$ cat config.mk
export PLATFORM = sky130hd
export DESIGN_NAME = cu_sum_unit
export DESIGN_NICKNAME = d
export VERILOG_FILES = /design/src/graph_types_pkg.sv /design/src/mem_cmd_pkg.sv /design/src/edge_stream_if.sv /design/src/sync_fifo.sv /design/src/sum_kernel_control.sv /design/src/cu_sum_unit.sv
export VERILOG_INCLUDE_DIRS = /design/src /design/src/src
export SDC_FILE = /design/constraint.sdc
export NUM_CORES = 1
export LEC_CHECK = 0
export CAP_MARGIN = 20
export CORE_UTILIZATION = 35
export DETAILED_ROUTE_END_ITERATION = 6
export DONT_BUFFER_PORTS = 1
export HOLD_SLACK_MARGIN = 0.08
export PLACE_DENSITY = 0.5
export SLEW_MARGIN = 0
export SYNTH_ARGS = -nofsm -noshare
export SYNTH_HDL_FRONTEND = slang
export SYNTH_SLANG_ARGS = --single-unit
$ cat constraint.sdc
create_clock -name clock -period 9.25 [get_ports clock]
set_input_delay 0.925 -clock clock [delete_from_list [all_inputs] [get_ports clock]]
set_output_delay 0.925 -clock clock [all_outputs]
set_load 0.1 [all_outputs]
$ cat src/graph_defs.svh
// Widths and buffer sizes for the sum compute unit, included by every RTL file that needs them

`ifndef GRAPH_DEFS_SVH
`define GRAPH_DEFS_SVH

////////////////////
// Graph data widths
////////////////////

// Vertex identifier
`define VERTEX_ID_BITS 16

// In-degree and the edge counters
`define DEGREE_BITS 16

// One edge value, and one vertex sum
`define EDGE_DATA_BITS 32

////////////////////
// Memory side
////////////////////

`define ADDRESS_BITS 32

// Four 32-bit slots per line
`define CACHELINE_BITS 128

// Tag of the issuing compute unit
`define CU_ID_BITS 8

////////////////////
// Buffer depths
////////////////////

`define FIFO_DEPTH_EDGE 16
`define FIFO_DEPTH_JOB 8

`endif

$ cat src/graph_types_pkg.sv
// Graph-side types shared by the kernel, the edge stream and the top level of the sum unit

`include "graph_defs.svh"

package graph_types_pkg;

	////////////////////
	// Vertex jobs
	////////////////////

	// One job per vertex, pushed by the host
	typedef struct packed {
		logic [`VERTEX_ID_BITS-1:0] id;
		logic [`DEGREE_BITS-1:0]    degree;
	} vertex_job_t;

	////////////////////
	// Edge stream
	////////////////////

	// Valid bit travels with the value through the latch stage
	typedef struct packed {
		logic                       valid;
		logic [`EDGE_DATA_BITS-1:0] data;
	} edge_word_t;

	////////////////////
	// Kernel FSM
	////////////////////

	// Idle fetches a job, accumulate sums its edges, emit issues the write
	typedef enum logic [1:0] {
		KERNEL_IDLE       = 2'd0,
		KERNEL_ACCUMULATE = 2'd1,
		KERNEL_EMIT       = 2'd2
	} kernel_state_t;

endpackage

$ cat src/mem_cmd_pkg.sv
// Memory write command types, driven by the kernel and flattened to ports at the top level

`include "graph_defs.svh"

package mem_cmd_pkg;

	// Slot index within a cache line
	localparam int SLOT_BITS = $clog2(`CACHELINE_BITS / `EDGE_DATA_BITS);

	////////////////////
	// Opcodes
	////////////////////

	// Encodings follow the host bus write commands
	typedef enum logic [12:0] {
		WRITE_NA = 13'h0D00,
		WRITE_MS = 13'h0D70
	} write_opcode_t;

	////////////////////
	// Write command
	////////////////////

	typedef struct packed {
		logic                       valid;
		write_opcode_t              opcode;
		logic [`ADDRESS_BITS-1:0]   address;
		logic [`VERTEX_ID_BITS-1:0] vertex_id;
		logic [SLOT_BITS-1:0]       slot;
		// Issuing compute unit
		logic [`CU_ID_BITS-1:0]     cu_id;
		// Sum sits in its slot, other slots are zero
		logic [`CACHELINE_BITS-1:0] data;
	} write_command_t;

endpackage

$ cat src/edge_stream_if.sv
// Edge stream between the edge buffer and the kernel, used through its buffer and kernel modports

`timescale 1ns/100ps

interface edge_stream_if;

	// Kernel asks for a word while the buffer is not empty
	logic request;
	logic empty;

	// Popped word, one cycle after the request
	graph_types_pkg::edge_word_t edge_word;
	logic pop_valid;

	modport buffer (
		input  request,
		output empty,
		output edge_word,
		output pop_valid
	);

	modport kernel (
		output request,
		input  empty,
		input  edge_word,
		input  pop_valid
	);

endinterface

$ cat src/sync_fifo.sv
// Synchronous circular buffer, instantiated for vertex jobs and for edge values

`timescale 1ns/100ps

module sync_fifo #(
	parameter int WIDTH = 32,
	parameter int DEPTH = 16
) (
	input  logic             clock,
	input  logic             rstn,
	input  logic             push,
	input  logic [WIDTH-1:0] push_data,
	input  logic             pop,
	output logic [WIDTH-1:0] pop_data,
	output logic             pop_valid,
	output logic             empty,
	output logic             full
);

	localparam int PTR_BITS   = (DEPTH > 1) ? $clog2(DEPTH) : 1;
	localparam int COUNT_BITS = $clog2(DEPTH + 1);

	logic [WIDTH-1:0]      mem [DEPTH];
	logic [PTR_BITS-1:0]   write_ptr;
	logic [PTR_BITS-1:0]   read_ptr;
	logic [COUNT_BITS-1:0] count;
	logic                  do_push;
	logic                  do_pop;

	// Drop pushes while full and pops while empty
	assign do_push = push && !full;
	assign do_pop  = pop && !empty;

	assign empty = (count == '0);
	assign full  = (count == COUNT_BITS'(DEPTH));

	////////////////////
	// Pointers and occupancy
	////////////////////

	always_ff @(posedge clock or negedge rstn) begin
		if (!rstn) begin
			write_ptr <= '0;
			read_ptr  <= '0;
			count     <= '0;
			pop_valid <= 1'b0;
		end else begin
			if (do_push) begin
				write_ptr <= (write_ptr == PTR_BITS'(DEPTH - 1)) ? '0 : write_ptr + 1'b1;
			end
			if (do_pop) begin
				read_ptr <= (read_ptr == PTR_BITS'(DEPTH - 1)) ? '0 : read_ptr + 1'b1;
			end
			case ({do_push, do_pop})
				2'b10:   count <= count + 1'b1;
				2'b01:   count <= count - 1'b1;
				default: count <= count;
			endcase
			pop_valid <= do_pop;
		end
	end

	////////////////////
	// Storage
	////////////////////

	always_ff @(posedge clock) begin
		if (do_push) begin
			mem[write_ptr] <= push_data;
		end
	end

	// Read data registered, valid alongside pop_valid
	always_ff @(posedge clock) begin
		if (do_pop) begin
			pop_data <= mem[read_ptr];
		end
	end

endmodule

$ cat src/sum_kernel_control.sv
// Sum kernel: adds in-degree edge values per vertex job and issues one memory write per vertex

`timescale 1ns/100ps

`include "graph_defs.svh"

module sum_kernel_control #(
	parameter int CU_ID = 0
) (
	input  logic                                clock,
	input  logic                                rstn,
	input  logic                                enabled_in,
	edge_stream_if.kernel                       edges,
	output logic                                job_pop,
	input  graph_types_pkg::vertex_job_t        job,
	input  logic                                job_valid,
	input  logic [`ADDRESS_BITS-1:0]            base_address,
	input  logic                                use_ms,
	input  logic                                wr_rsp_valid,
	output mem_cmd_pkg::write_command_t         write_command,
	output logic [`DEGREE_BITS-1:0]             edge_count,
	output logic [`DEGREE_BITS-1:0]             vertex_done_count
);

	localparam int BYTE_COUNT = `EDGE_DATA_BITS / 8;
	// Address step per vertex is one edge-sized word
	localparam int ADDR_SHIFT = $clog2(BYTE_COUNT);

	logic                                enabled;
	logic                                can_pop;
	graph_types_pkg::kernel_state_t      state;
	logic                                job_wait;
	graph_types_pkg::vertex_job_t        job_latched;
	graph_types_pkg::edge_word_t         edge_latched;
	logic [`EDGE_DATA_BITS-1:0]          sum;
	logic [`DEGREE_BITS-1:0]             accum_count;
	logic [`DEGREE_BITS-1:0]             issued_count;
	logic                                count_done;
	logic [mem_cmd_pkg::SLOT_BITS-1:0]   slot;
	mem_cmd_pkg::write_command_t         cmd_next;

	// Host byte order on the write line
	function automatic logic [`EDGE_DATA_BITS-1:0] swap_bytes(
		input logic [`EDGE_DATA_BITS-1:0] value
	);
		logic [`EDGE_DATA_BITS-1:0] swapped;
		for (int i = 0; i < BYTE_COUNT; i++) begin
			swapped[i*8 +: 8] = value[(BYTE_COUNT-1-i)*8 +: 8];
		end
		return swapped;
	endfunction

	////////////////////
	// Enable
	////////////////////

	always_ff @(posedge clock or negedge rstn) begin
		if (!rstn) begin
			enabled <= 1'b0;
		end else begin
			enabled <= enabled_in;
		end
	end

	// A pop issued now returns in a cycle that is still enabled
	assign can_pop = enabled && enabled_in;

	////////////////////
	// Pop requests
	////////////////////

	// Retry every other cycle until the job buffer answers
	assign job_pop = can_pop && (state == graph_types_pkg::KERNEL_IDLE) && !job_wait;

	// Never fetch past this job's in-degree
	assign edges.request = can_pop && (state == graph_types_pkg::KERNEL_ACCUMULATE)
		&& !edges.empty && (issued_count != job_latched.degree);

	assign count_done = (accum_count == job_latched.degree);

	////////////////////
	// FSM
	////////////////////

	always_ff @(posedge clock or negedge rstn) begin
		if (!rstn) begin
			state    <= graph_types_pkg::KERNEL_IDLE;
			job_wait <= 1'b0;
		end else if (enabled) begin
			job_wait <= job_pop;
			case (state)
				graph_types_pkg::KERNEL_IDLE: begin
					if (job_valid) begin
						state <= graph_types_pkg::KERNEL_ACCUMULATE;
					end
				end
				graph_types_pkg::KERNEL_ACCUMULATE: begin
					if (count_done) begin
						state <= graph_types_pkg::KERNEL_EMIT;
					end
				end
				default: begin
					state <= graph_types_pkg::KERNEL_IDLE;
				end
			endcase
		end
	end

	always_ff @(posedge clock) begin
		if (enabled && (state == graph_types_pkg::KERNEL_IDLE) && job_valid) begin
			job_latched <= job;
		end
	end

	////////////////////
	// Edge latch and sum
	////////////////////

	always_ff @(posedge clock or negedge rstn) begin
		if (!rstn) begin
			edge_latched <= '0;
		end else if (enabled) begin
			if (edges.pop_valid) begin
				edge_latched <= edges.edge_word;
			end else begin
				edge_latched <= '0;
			end
		end
	end

	always_ff @(posedge clock or negedge rstn) begin
		if (!rstn) begin
			sum          <= '0;
			accum_count  <= '0;
			issued_count <= '0;
		end else if (enabled) begin
			if (edges.request) begin
				issued_count <= issued_count + 1'b1;
			end
			if (edge_latched.valid) begin
				sum         <= sum + edge_latched.data;
				accum_count <= accum_count + 1'b1;
			end
			// Clear for the next vertex once the command is formed
			if (state == graph_types_pkg::KERNEL_EMIT) begin
				sum          <= '0;
				accum_count  <= '0;
				issued_count <= '0;
			end
		end
	end

	////////////////////
	// Write command
	////////////////////

	always_comb begin
		cmd_next = '0;
		slot     = job_latched.id[mem_cmd_pkg::SLOT_BITS-1:0];
		if (enabled && (state == graph_types_pkg::KERNEL_EMIT)) begin
			cmd_next.valid     = 1'b1;
			cmd_next.opcode    = use_ms ? mem_cmd_pkg::WRITE_MS : mem_cmd_pkg::WRITE_NA;
			cmd_next.address   = base_address + (`ADDRESS_BITS'(job_latched.id) << ADDR_SHIFT);
			cmd_next.vertex_id = job_latched.id;
			cmd_next.slot      = slot;
			cmd_next.cu_id     = `CU_ID_BITS'(CU_ID);
			cmd_next.data[slot*`EDGE_DATA_BITS +: `EDGE_DATA_BITS] = swap_bytes(sum);
		end
	end

	// Valid for one cycle only, even if the enable drops right after emit
	always_ff @(posedge clock or negedge rstn) begin
		if (!rstn) begin
			write_command <= '0;
		end else begin
			write_command <= cmd_next;
		end
	end

	////////////////////
	// Counters
	////////////////////

	always_ff @(posedge clock or negedge rstn) begin
		if (!rstn) begin
			edge_count <= '0;
		end else if (enabled && edge_latched.valid) begin
			edge_count <= edge_count + 1'b1;
		end
	end

	// Responses land whatever the enable, so every pulse counts
	always_ff @(posedge clock or negedge rstn) begin
		if (!rstn) begin
			vertex_done_count <= '0;
		end else if (wr_rsp_valid) begin
			vertex_done_count <= vertex_done_count + 1'b1;
		end
	end

endmodule

$ cat src/cu_sum_unit.sv
// Top level of the sum compute unit: job and edge buffers feeding the kernel, with plain ports

`timescale 1ns/100ps

`include "graph_defs.svh"

module cu_sum_unit #(
	parameter int CU_ID = 0
) (
	input  logic                         clock,
	input  logic                         rstn,
	input  logic                         enabled_in,
	input  logic                         job_push,
	input  logic [`VERTEX_ID_BITS-1:0]   job_id,
	input  logic [`DEGREE_BITS-1:0]      job_degree,
	output logic                         job_full,
	input  logic                         edge_push,
	input  logic [`EDGE_DATA_BITS-1:0]   edge_value,
	output logic                         edge_full,
	input  logic [`ADDRESS_BITS-1:0]     base_address,
	input  logic                         use_ms,
	output logic                         wr_cmd_valid,
	output mem_cmd_pkg::write_opcode_t   wr_cmd_opcode,
	output logic [`ADDRESS_BITS-1:0]     wr_cmd_address,
	output logic [`CACHELINE_BITS-1:0]   wr_cmd_data,
	input  logic                         wr_rsp_valid,
	output logic [`DEGREE_BITS-1:0]      edge_count,
	output logic [`DEGREE_BITS-1:0]      vertex_done_count
);

	graph_types_pkg::vertex_job_t  job_push_word;
	graph_types_pkg::vertex_job_t  job_pop_word;
	logic                          job_pop;
	logic                          job_pop_valid;
	logic [`EDGE_DATA_BITS-1:0]    edge_pop_data;
	mem_cmd_pkg::write_command_t   write_command;

	edge_stream_if edges ();

	assign job_push_word.id     = job_id;
	assign job_push_word.degree = job_degree;

	////////////////////
	// Buffers
	////////////////////

	sync_fifo #(
		.WIDTH($bits(graph_types_pkg::vertex_job_t)),
		.DEPTH(`FIFO_DEPTH_JOB)
	) job_fifo (
		.clock    (clock),
		.rstn     (rstn),
		.push     (job_push),
		.push_data(job_push_word),
		.pop      (job_pop),
		.pop_data (job_pop_word),
		.pop_valid(job_pop_valid),
		.empty    (),
		.full     (job_full)
	);

	sync_fifo #(
		.WIDTH(`EDGE_DATA_BITS),
		.DEPTH(`FIFO_DEPTH_EDGE)
	) edge_fifo (
		.clock    (clock),
		.rstn     (rstn),
		.push     (edge_push),
		.push_data(edge_value),
		.pop      (edges.request),
		.pop_data (edge_pop_data),
		.pop_valid(edges.pop_valid),
		.empty    (edges.empty),
		.full     (edge_full)
	);

	assign edges.edge_word = {edges.pop_valid, edge_pop_data};

	////////////////////
	// Kernel
	////////////////////

	sum_kernel_control #(
		.CU_ID(CU_ID)
	) kernel (
		.clock            (clock),
		.rstn             (rstn),
		.enabled_in       (enabled_in),
		.edges            (edges.kernel),
		.job_pop          (job_pop),
		.job              (job_pop_word),
		.job_valid        (job_pop_valid),
		.base_address     (base_address),
		.use_ms           (use_ms),
		.wr_rsp_valid     (wr_rsp_valid),
		.write_command    (write_command),
		.edge_count       (edge_count),
		.vertex_done_count(vertex_done_count)
	);

	// Command out as plain ports
	assign wr_cmd_valid   = write_command.valid;
	assign wr_cmd_opcode  = write_command.opcode;
	assign wr_cmd_address = write_command.address;
	assign wr_cmd_data    = write_command.data;

endmodule

==> results of run 1 <==
==> layout make-up <==
cell class | instances | area (um^2)
Antenna cell | 1 | 2.50
Clock buffer | 144 | 3230
Clock inverter | 85 | 857
Fill cell | 11771 | 78800
Inverter | 69 | 259
Multi-Input combinational cell | 1286 | 12200
Sequential cell | 1184 | 34000
Tap cell | 1755 | 2200
Timing Repair Buffer | 48 | 420
==> Yosys cell counts (all sizes together), types with 37 or more instances <==
cell type and n:
mux4 224, mux2 42, dfrtp 320, edfxtp 864, and2 134, clkbuf 79, xnor2 83, buf 37
xor2 54, inv 69, nand2 157, a21oi 54, ha 72, nor2 101, a21o 39, o21ai 101
==> state kept, by name, summed over array words and instances (netlist names), 32 cells and up <==
register / flops
kernel.edge_latched: 33
job_fifo.mem: 256
edge_fifo.pop_data: 32
edge_fifo.mem: 512
kernel.job_latched: 32
job_fifo.pop_data: 32
kernel.write_command: 162
kernel.sum: 32
==> cells by family after synthesis <==
logic type / Yosys count / share of synthesized area [%]
fa+ha+maj: 76 / 2.10
other cells: 1 / 0.00803
mux: 269 / 11.9
xor+xnor: 137 / 2.57
buf+inv: 185 / 1.59
compound gates: 255 / 3.35
flops: 1184 / 72.7
simple gates: 542 / 5.85
==> worst max-delay path: cells and delay by family (launching register included) <==
kind                   cells  cell delay [ns]
multiplexers               2             1.07
buffers and inverters      2             1.48
flip-flops                 1             0.78
==> power by group through the flow <==
stage	sequential, mW	combinational, mW	clock (mW)
final	6.92	2.69	4.92
after global routing	6.99	2.90	5.27
after CTS	6.94	2.76	5.07
after detailed placement	7.05	2.72	0
after global placement	7.02	2.67	0
after floorplan	6.80	2.10	0
==> metrics by stage <==
step           setup WS, ns  instance area (um^2)  hold slack (ns)  instances  power, mW
3_5_place_dp           5.45                 49000            0.405       4339       9.76
4_1_cts                5.46                 53100            0.179       4569       14.8
6_report               5.59                 53200            0.106       4572       14.5
3_3_place_gp           5.47                 49000            0.403       4339       9.69
2_1_floorplan          4.57                 46800            0.400       2655       8.90
5_1_grt                5.27                 53200            0.161       4571       15.2
==> routing by layer <==
layer / part of all wire, % / wire length (um) / global-route usage (%)
met5: 0 / 0 / 0
met3: 5.8 / 6210 / 3.69
met1: 45 / 48800 / 21.9
met4: 1.8 / 1920 / 4.13
met2: 47 / 50900 / 25.6
==> worst paths after layout <==
path | slack, ns | to | depth (start not counted) | from
max | 5.59 | edge_fifo.pop_data[22] | 4 | edge_fifo.read_ptr[0]
min | 0.11 | kernel.write_command[196] | 1 | rstn
max reg2reg | 5.59 | edge_fifo.pop_data[22] | 4 | edge_fifo.read_ptr[0]
min reg2reg | 0.41 | kernel.job_latched[11] | 0 | job_fifo.pop_data[11]
max in group asynchronous | 7.67 | kernel.write_command[80] | 2 | rstn
min in group clock | 0.25 | kernel.enabled | 0 | enabled_in
==> repair_timing <==
item,4_1_cts,5_1_grt
setup endpoints to repair,0,0
setup buffers,0,0
hold endpoints to repair,320,0
hold buffers,1,0
==> flow_summary.toml, run 1 <==
[routing]
first_iter_violations = 1623
vias = 23017
via_per_inst = 5.03
drc = 0
routed_wl_um = 108000
route.detailed.wl_per_inst_um = 23.6
drtPass1Iterations = 5
ant_nets = 0

[global_route]
antenna_found_initial = 3
grt_pass1_vias = 24287
grt_max_degree = 321
track_usage_pct = 16.0
grt_pass1_wl_um = 161000
grt-ovfl-total = 0

[sta]
timing.final.crit_period_ns = 3.66
max_freq_mhz = 273
worst_slew_pin_slew_ns = 1.12
setup_viol = 0
slew_violations = 0
timing.final.crit_share_pct = 39.6
grt_setup_unrepaired = "false"
max_slew_margin_pct = 25.8
finalHoldViolCount = 0
setup_tns_ns = 0
fin_skew_ns = 0.0686

[power_and_ir_drop]
leakagePower_nw = 19.0
p_int_mw = 10.5
p_seq_share_pct = 47.6
clkPwrFrac_pct = 33.9
ir_drop_mv = 0.174
switchingPower_mw = 4.07
powerDensity_nw_per_um2 = 273
power_frac_comb_pct = 18.5
p_sw_share_pct = 28.0

[setup_path]
cp_max_fo = 44
cp_slowest_cell = "buf_4"
critPathArrivalTime_ns = 4.14
crit_type = "register to register"
critPathLaunchType = "register"
slowest_delay_ns = 0.82
crit_required_ns = 9.73
path_cells = "buf_4 -> buf_4 -> mux4_2 -> mux4_2"
critPathCaptureType = "register"

[logic_synthesis]
async_flop_share_pct = 27.0
syn_avg_cell_area_um2 = 17.6
synth_area_um2 = 46700
synth.area.top_cells = "edfxtp_1, dfrtp_1, mux4_2"
synth_edf_count = 864
ys_types = 62
netlist_instances = 2649
ys_seq_elements = 1184
synth_area_leader_cell = "edfxtp_1"
synth_top_area_share_pct = 55.5
synthFlopType = "edfxtp_1"
yosys_warnings = 0
yosysSeqAreaShare_pct = 72.7

[cells_and_area]
utilization_pct = 40.3
mostFrequentLayoutCells = "edfxtp_1, dfrtp_1, mux4_2, nand2_1, and2_1"
area_growth_pct = 13.8
final_nets = 2889
drive_gt1_share_pct = 19.3
final_common_cell = "edfxtp_1"

[die]
start_util_pct = 35.4
core_area_um2 = 132000
fp.dieW_um = 367
ios = 311
fp-row-count = 133
die_h_um = 367
dieArea_um2 = 135000

[outcome]
status = "complete, no violations"

[clocking]
cts_sinks = 1184
cts_made_buffers = 121
cts_tree = "built"
clockBufferDepth = 3
cts_resized = 0
root_buffer = "clkbuf_16"
worstSkewPairLatency_ns = 0.76
path_clk_slew_ns = 0.06
htree_levels = 3

[flow_run]
cap_violations = 0

[worst_hold_path]
hp-class = "primary input to asynchronous set/reset pin"

[placed_design]
gp_congestion = 0.818
portBuffers = 0
hpwl_um = 62000
Power figures use the tool's default switching activity.
==> inputs of run 2 (changes only) <==
==> constraint.sdc (replaced) <==
create_clock -name clock -period 3.4 [get_ports clock]
set_input_delay 0.34 -clock clock [delete_from_list [all_inputs] [get_ports clock]]
set_output_delay 0.34 -clock clock [all_outputs]
set_load 0.1 [all_outputs]
==> run 2 against run 1 <==
  * The run now ends with hold timing left
  * Sequential power rose to 2.7 times the previous value
  * First-iteration DRC count increased by 4.1%
  * Flip-flop and latch count did not move
  * Final cell count is 3.7% higher
  * Critical path depth is 7 higher
  * Clock power grew to 2.8 times the previous value
  * Clock skew fell by 0.031 ns
  * Critical endpoint is now kernel.write_command[179]
  * Highest routed layer is now met5
==> flow_summary.toml, run 2 (synthesis gave the netlist of run 1 again) <==
[outcome]
status = "complete, but fails checks"
violations = "hold timing"

[setup_path]
critPathLaunchType = "register"
cp_max_fo = 7
crit_required_ns = 4.07
r2r_slack_ns = 0.15
critPathArrivalTime_ns = 3.92
rr_worst_depth = 11
crit_type = "register to register"
r2r_end = "kernel.write_command[179]"
r2r_start = "kernel.job_latched[24]"
critPathCaptureType = "register"

[sta]
grt_setup_unrepaired = "true"
max_freq_mhz = 308
worst_slew_pin_slew_ns = 1.32
setup_tns_ns = 0
setup_slack_ns = 0.148
finalHoldViolCount = 320
timing.final.crit_period_ns = 3.25
timing.final.crit_share_pct = 95.6
slew_violations = 0
setup_viol = 0
holdWs_ns = -0.697
max_slew_margin_pct = 12.0
fin_skew_ns = 0.0376

[cells_and_area]
reg_top3 = "edge_fifo.mem: 512 flops, job_fifo.mem: 256 flops, kernel.write_command: 162 flops"
area_growth_pct = 17.9
mostFrequentLayoutCells = "edfxtp_1, dfrtp_1, mux4_2, nand2_1, and2_1"
utilization_pct = 41.8
drive_gt1_share_pct = 20.0
largest_reg_flops = 512
final_common_cell = "edfxtp_1"
top_register = "edge_fifo.mem"
final_nets = 3057

[global_route]
track_usage_pct = 16.2
grt-ovfl-total = 0
grt_pass1_wl_um = 163000
grt_max_degree = 321
grt_pass1_vias = 25030
antenna_found_initial = 15

[clocking]
clockBufferDepth = 3
htree_levels = 4
cts_sinks = 1184
cts_tree = "built"
cts_setup_buffers = 0
root_buffer = "clkbuf_16"
path_clk_slew_ns = 0.06
worstSkewPairLatency_ns = 0.76
cts_made_buffers = 131
holdBufCountCts = 112

[power_and_ir_drop]
powerDensity_nw_per_um2 = 744
leakagePower_nw = 19.8
ir_drop_mv = 0.340
power_mw = 41.0

[routing]
routed_wl_um = 108000
via_per_inst = 5.02
drc = 0
first_iter_violations = 1689
drtPass1Iterations = 5
ant_nets = 0
route.detailed.wl_per_inst_um = 22.7
vias = 23797

[placed_design]
portBuffers = 0
pre_cts_slack_ns = 0.0626
hpwl_um = 65700
gp_congestion = 0.808

[die]
fp-row-count = 133
die_h_um = 367
ios = 311
dieArea_um2 = 135000
start_util_pct = 35.4
core_area_um2 = 132000
fp.dieW_um = 367

[flow_run]
cap_violations = 0

[worst_hold_path]
hp-class = "primary input to asynchronous set/reset pin"
[run 2: layer usage]
layer	routed length [um]	vias to the layer above	global-route usage, %
li1	-	10568	-
met1	48500	12432	22.3
met2	51800	605	25.9
met3	5150	184	3.21
met4	2280	8	4.60
met5	57	-	0
[run 2: report_power, final]
| part | switching [mW] | total [mW] | internal, mW | leakage, nW |
|---|---|---|---|---|
| clock | 5.79 | 13.9 | 8.13 | 2.08 |
| combinational | 4.63 | 8.63 | 4.00 | 5.53 |
| sequential | 1.19 | 18.4 | 17.2 | 12.2 |
[run 2: worst max-delay path by stage]
stage                                       from  cells past startpoint                        end  slack [ns]
final                     kernel.job_latched[24]                     11  kernel.write_command[179]        0.15
after global routing               kernel.sum[0]                     11             kernel.sum[30]       -0.02
after CTS                          kernel.sum[0]                     11             kernel.sum[28]        0.02
after detailed placement           kernel.sum[0]                     11             kernel.sum[28]        0.06
after global placement             kernel.sum[0]                     11             kernel.sum[28]        0.10
after floorplan                job_fifo.count[0]                      4         job_fifo.mem[2][0]       -0.08
[run 2: layout make-up]
type | instances | area, um^2
Tap cell | 1755 | 2200
Multi-Input combinational cell | 1286 | 12300
Fill cell | 11606 | 76900
Timing Repair Buffer | 206 | 2110
Clock inverter | 68 | 748
Antenna cell | 2 | 5.00
Clock buffer | 171 | 3510
Sequential cell | 1184 | 34000
Inverter | 69 | 259
[run 2: timing repair]
action / CTS / global route
resized for setup: 0 / 6
hold endpoints to repair: 1135 / 320
endpoints found under the setup margin: 0 / 12
[run 2: critical path, cell delays in order (launching register included)]
cell           delay [ns]
edfxtp_1             0.39
ha_1                 0.43
nand4_1              0.17
nor4_1               0.44
nor3_1               0.10
a21o_1               0.24
a211oi_2             0.20
buf_4                0.19
o211ai_1             0.12
xor2_1               0.17
dlygate4sd3_1        0.58
nor2_1               0.13
[run 2: stage by stage]
step | cells | area (um^2)
floorplan | 2655 | 46800
global placement | 4388 | 49700
detailed placement | 4388 | 49700
CTS | 4739 | 55100
global route | 4740 | 55100
finish | 4741 | 55100
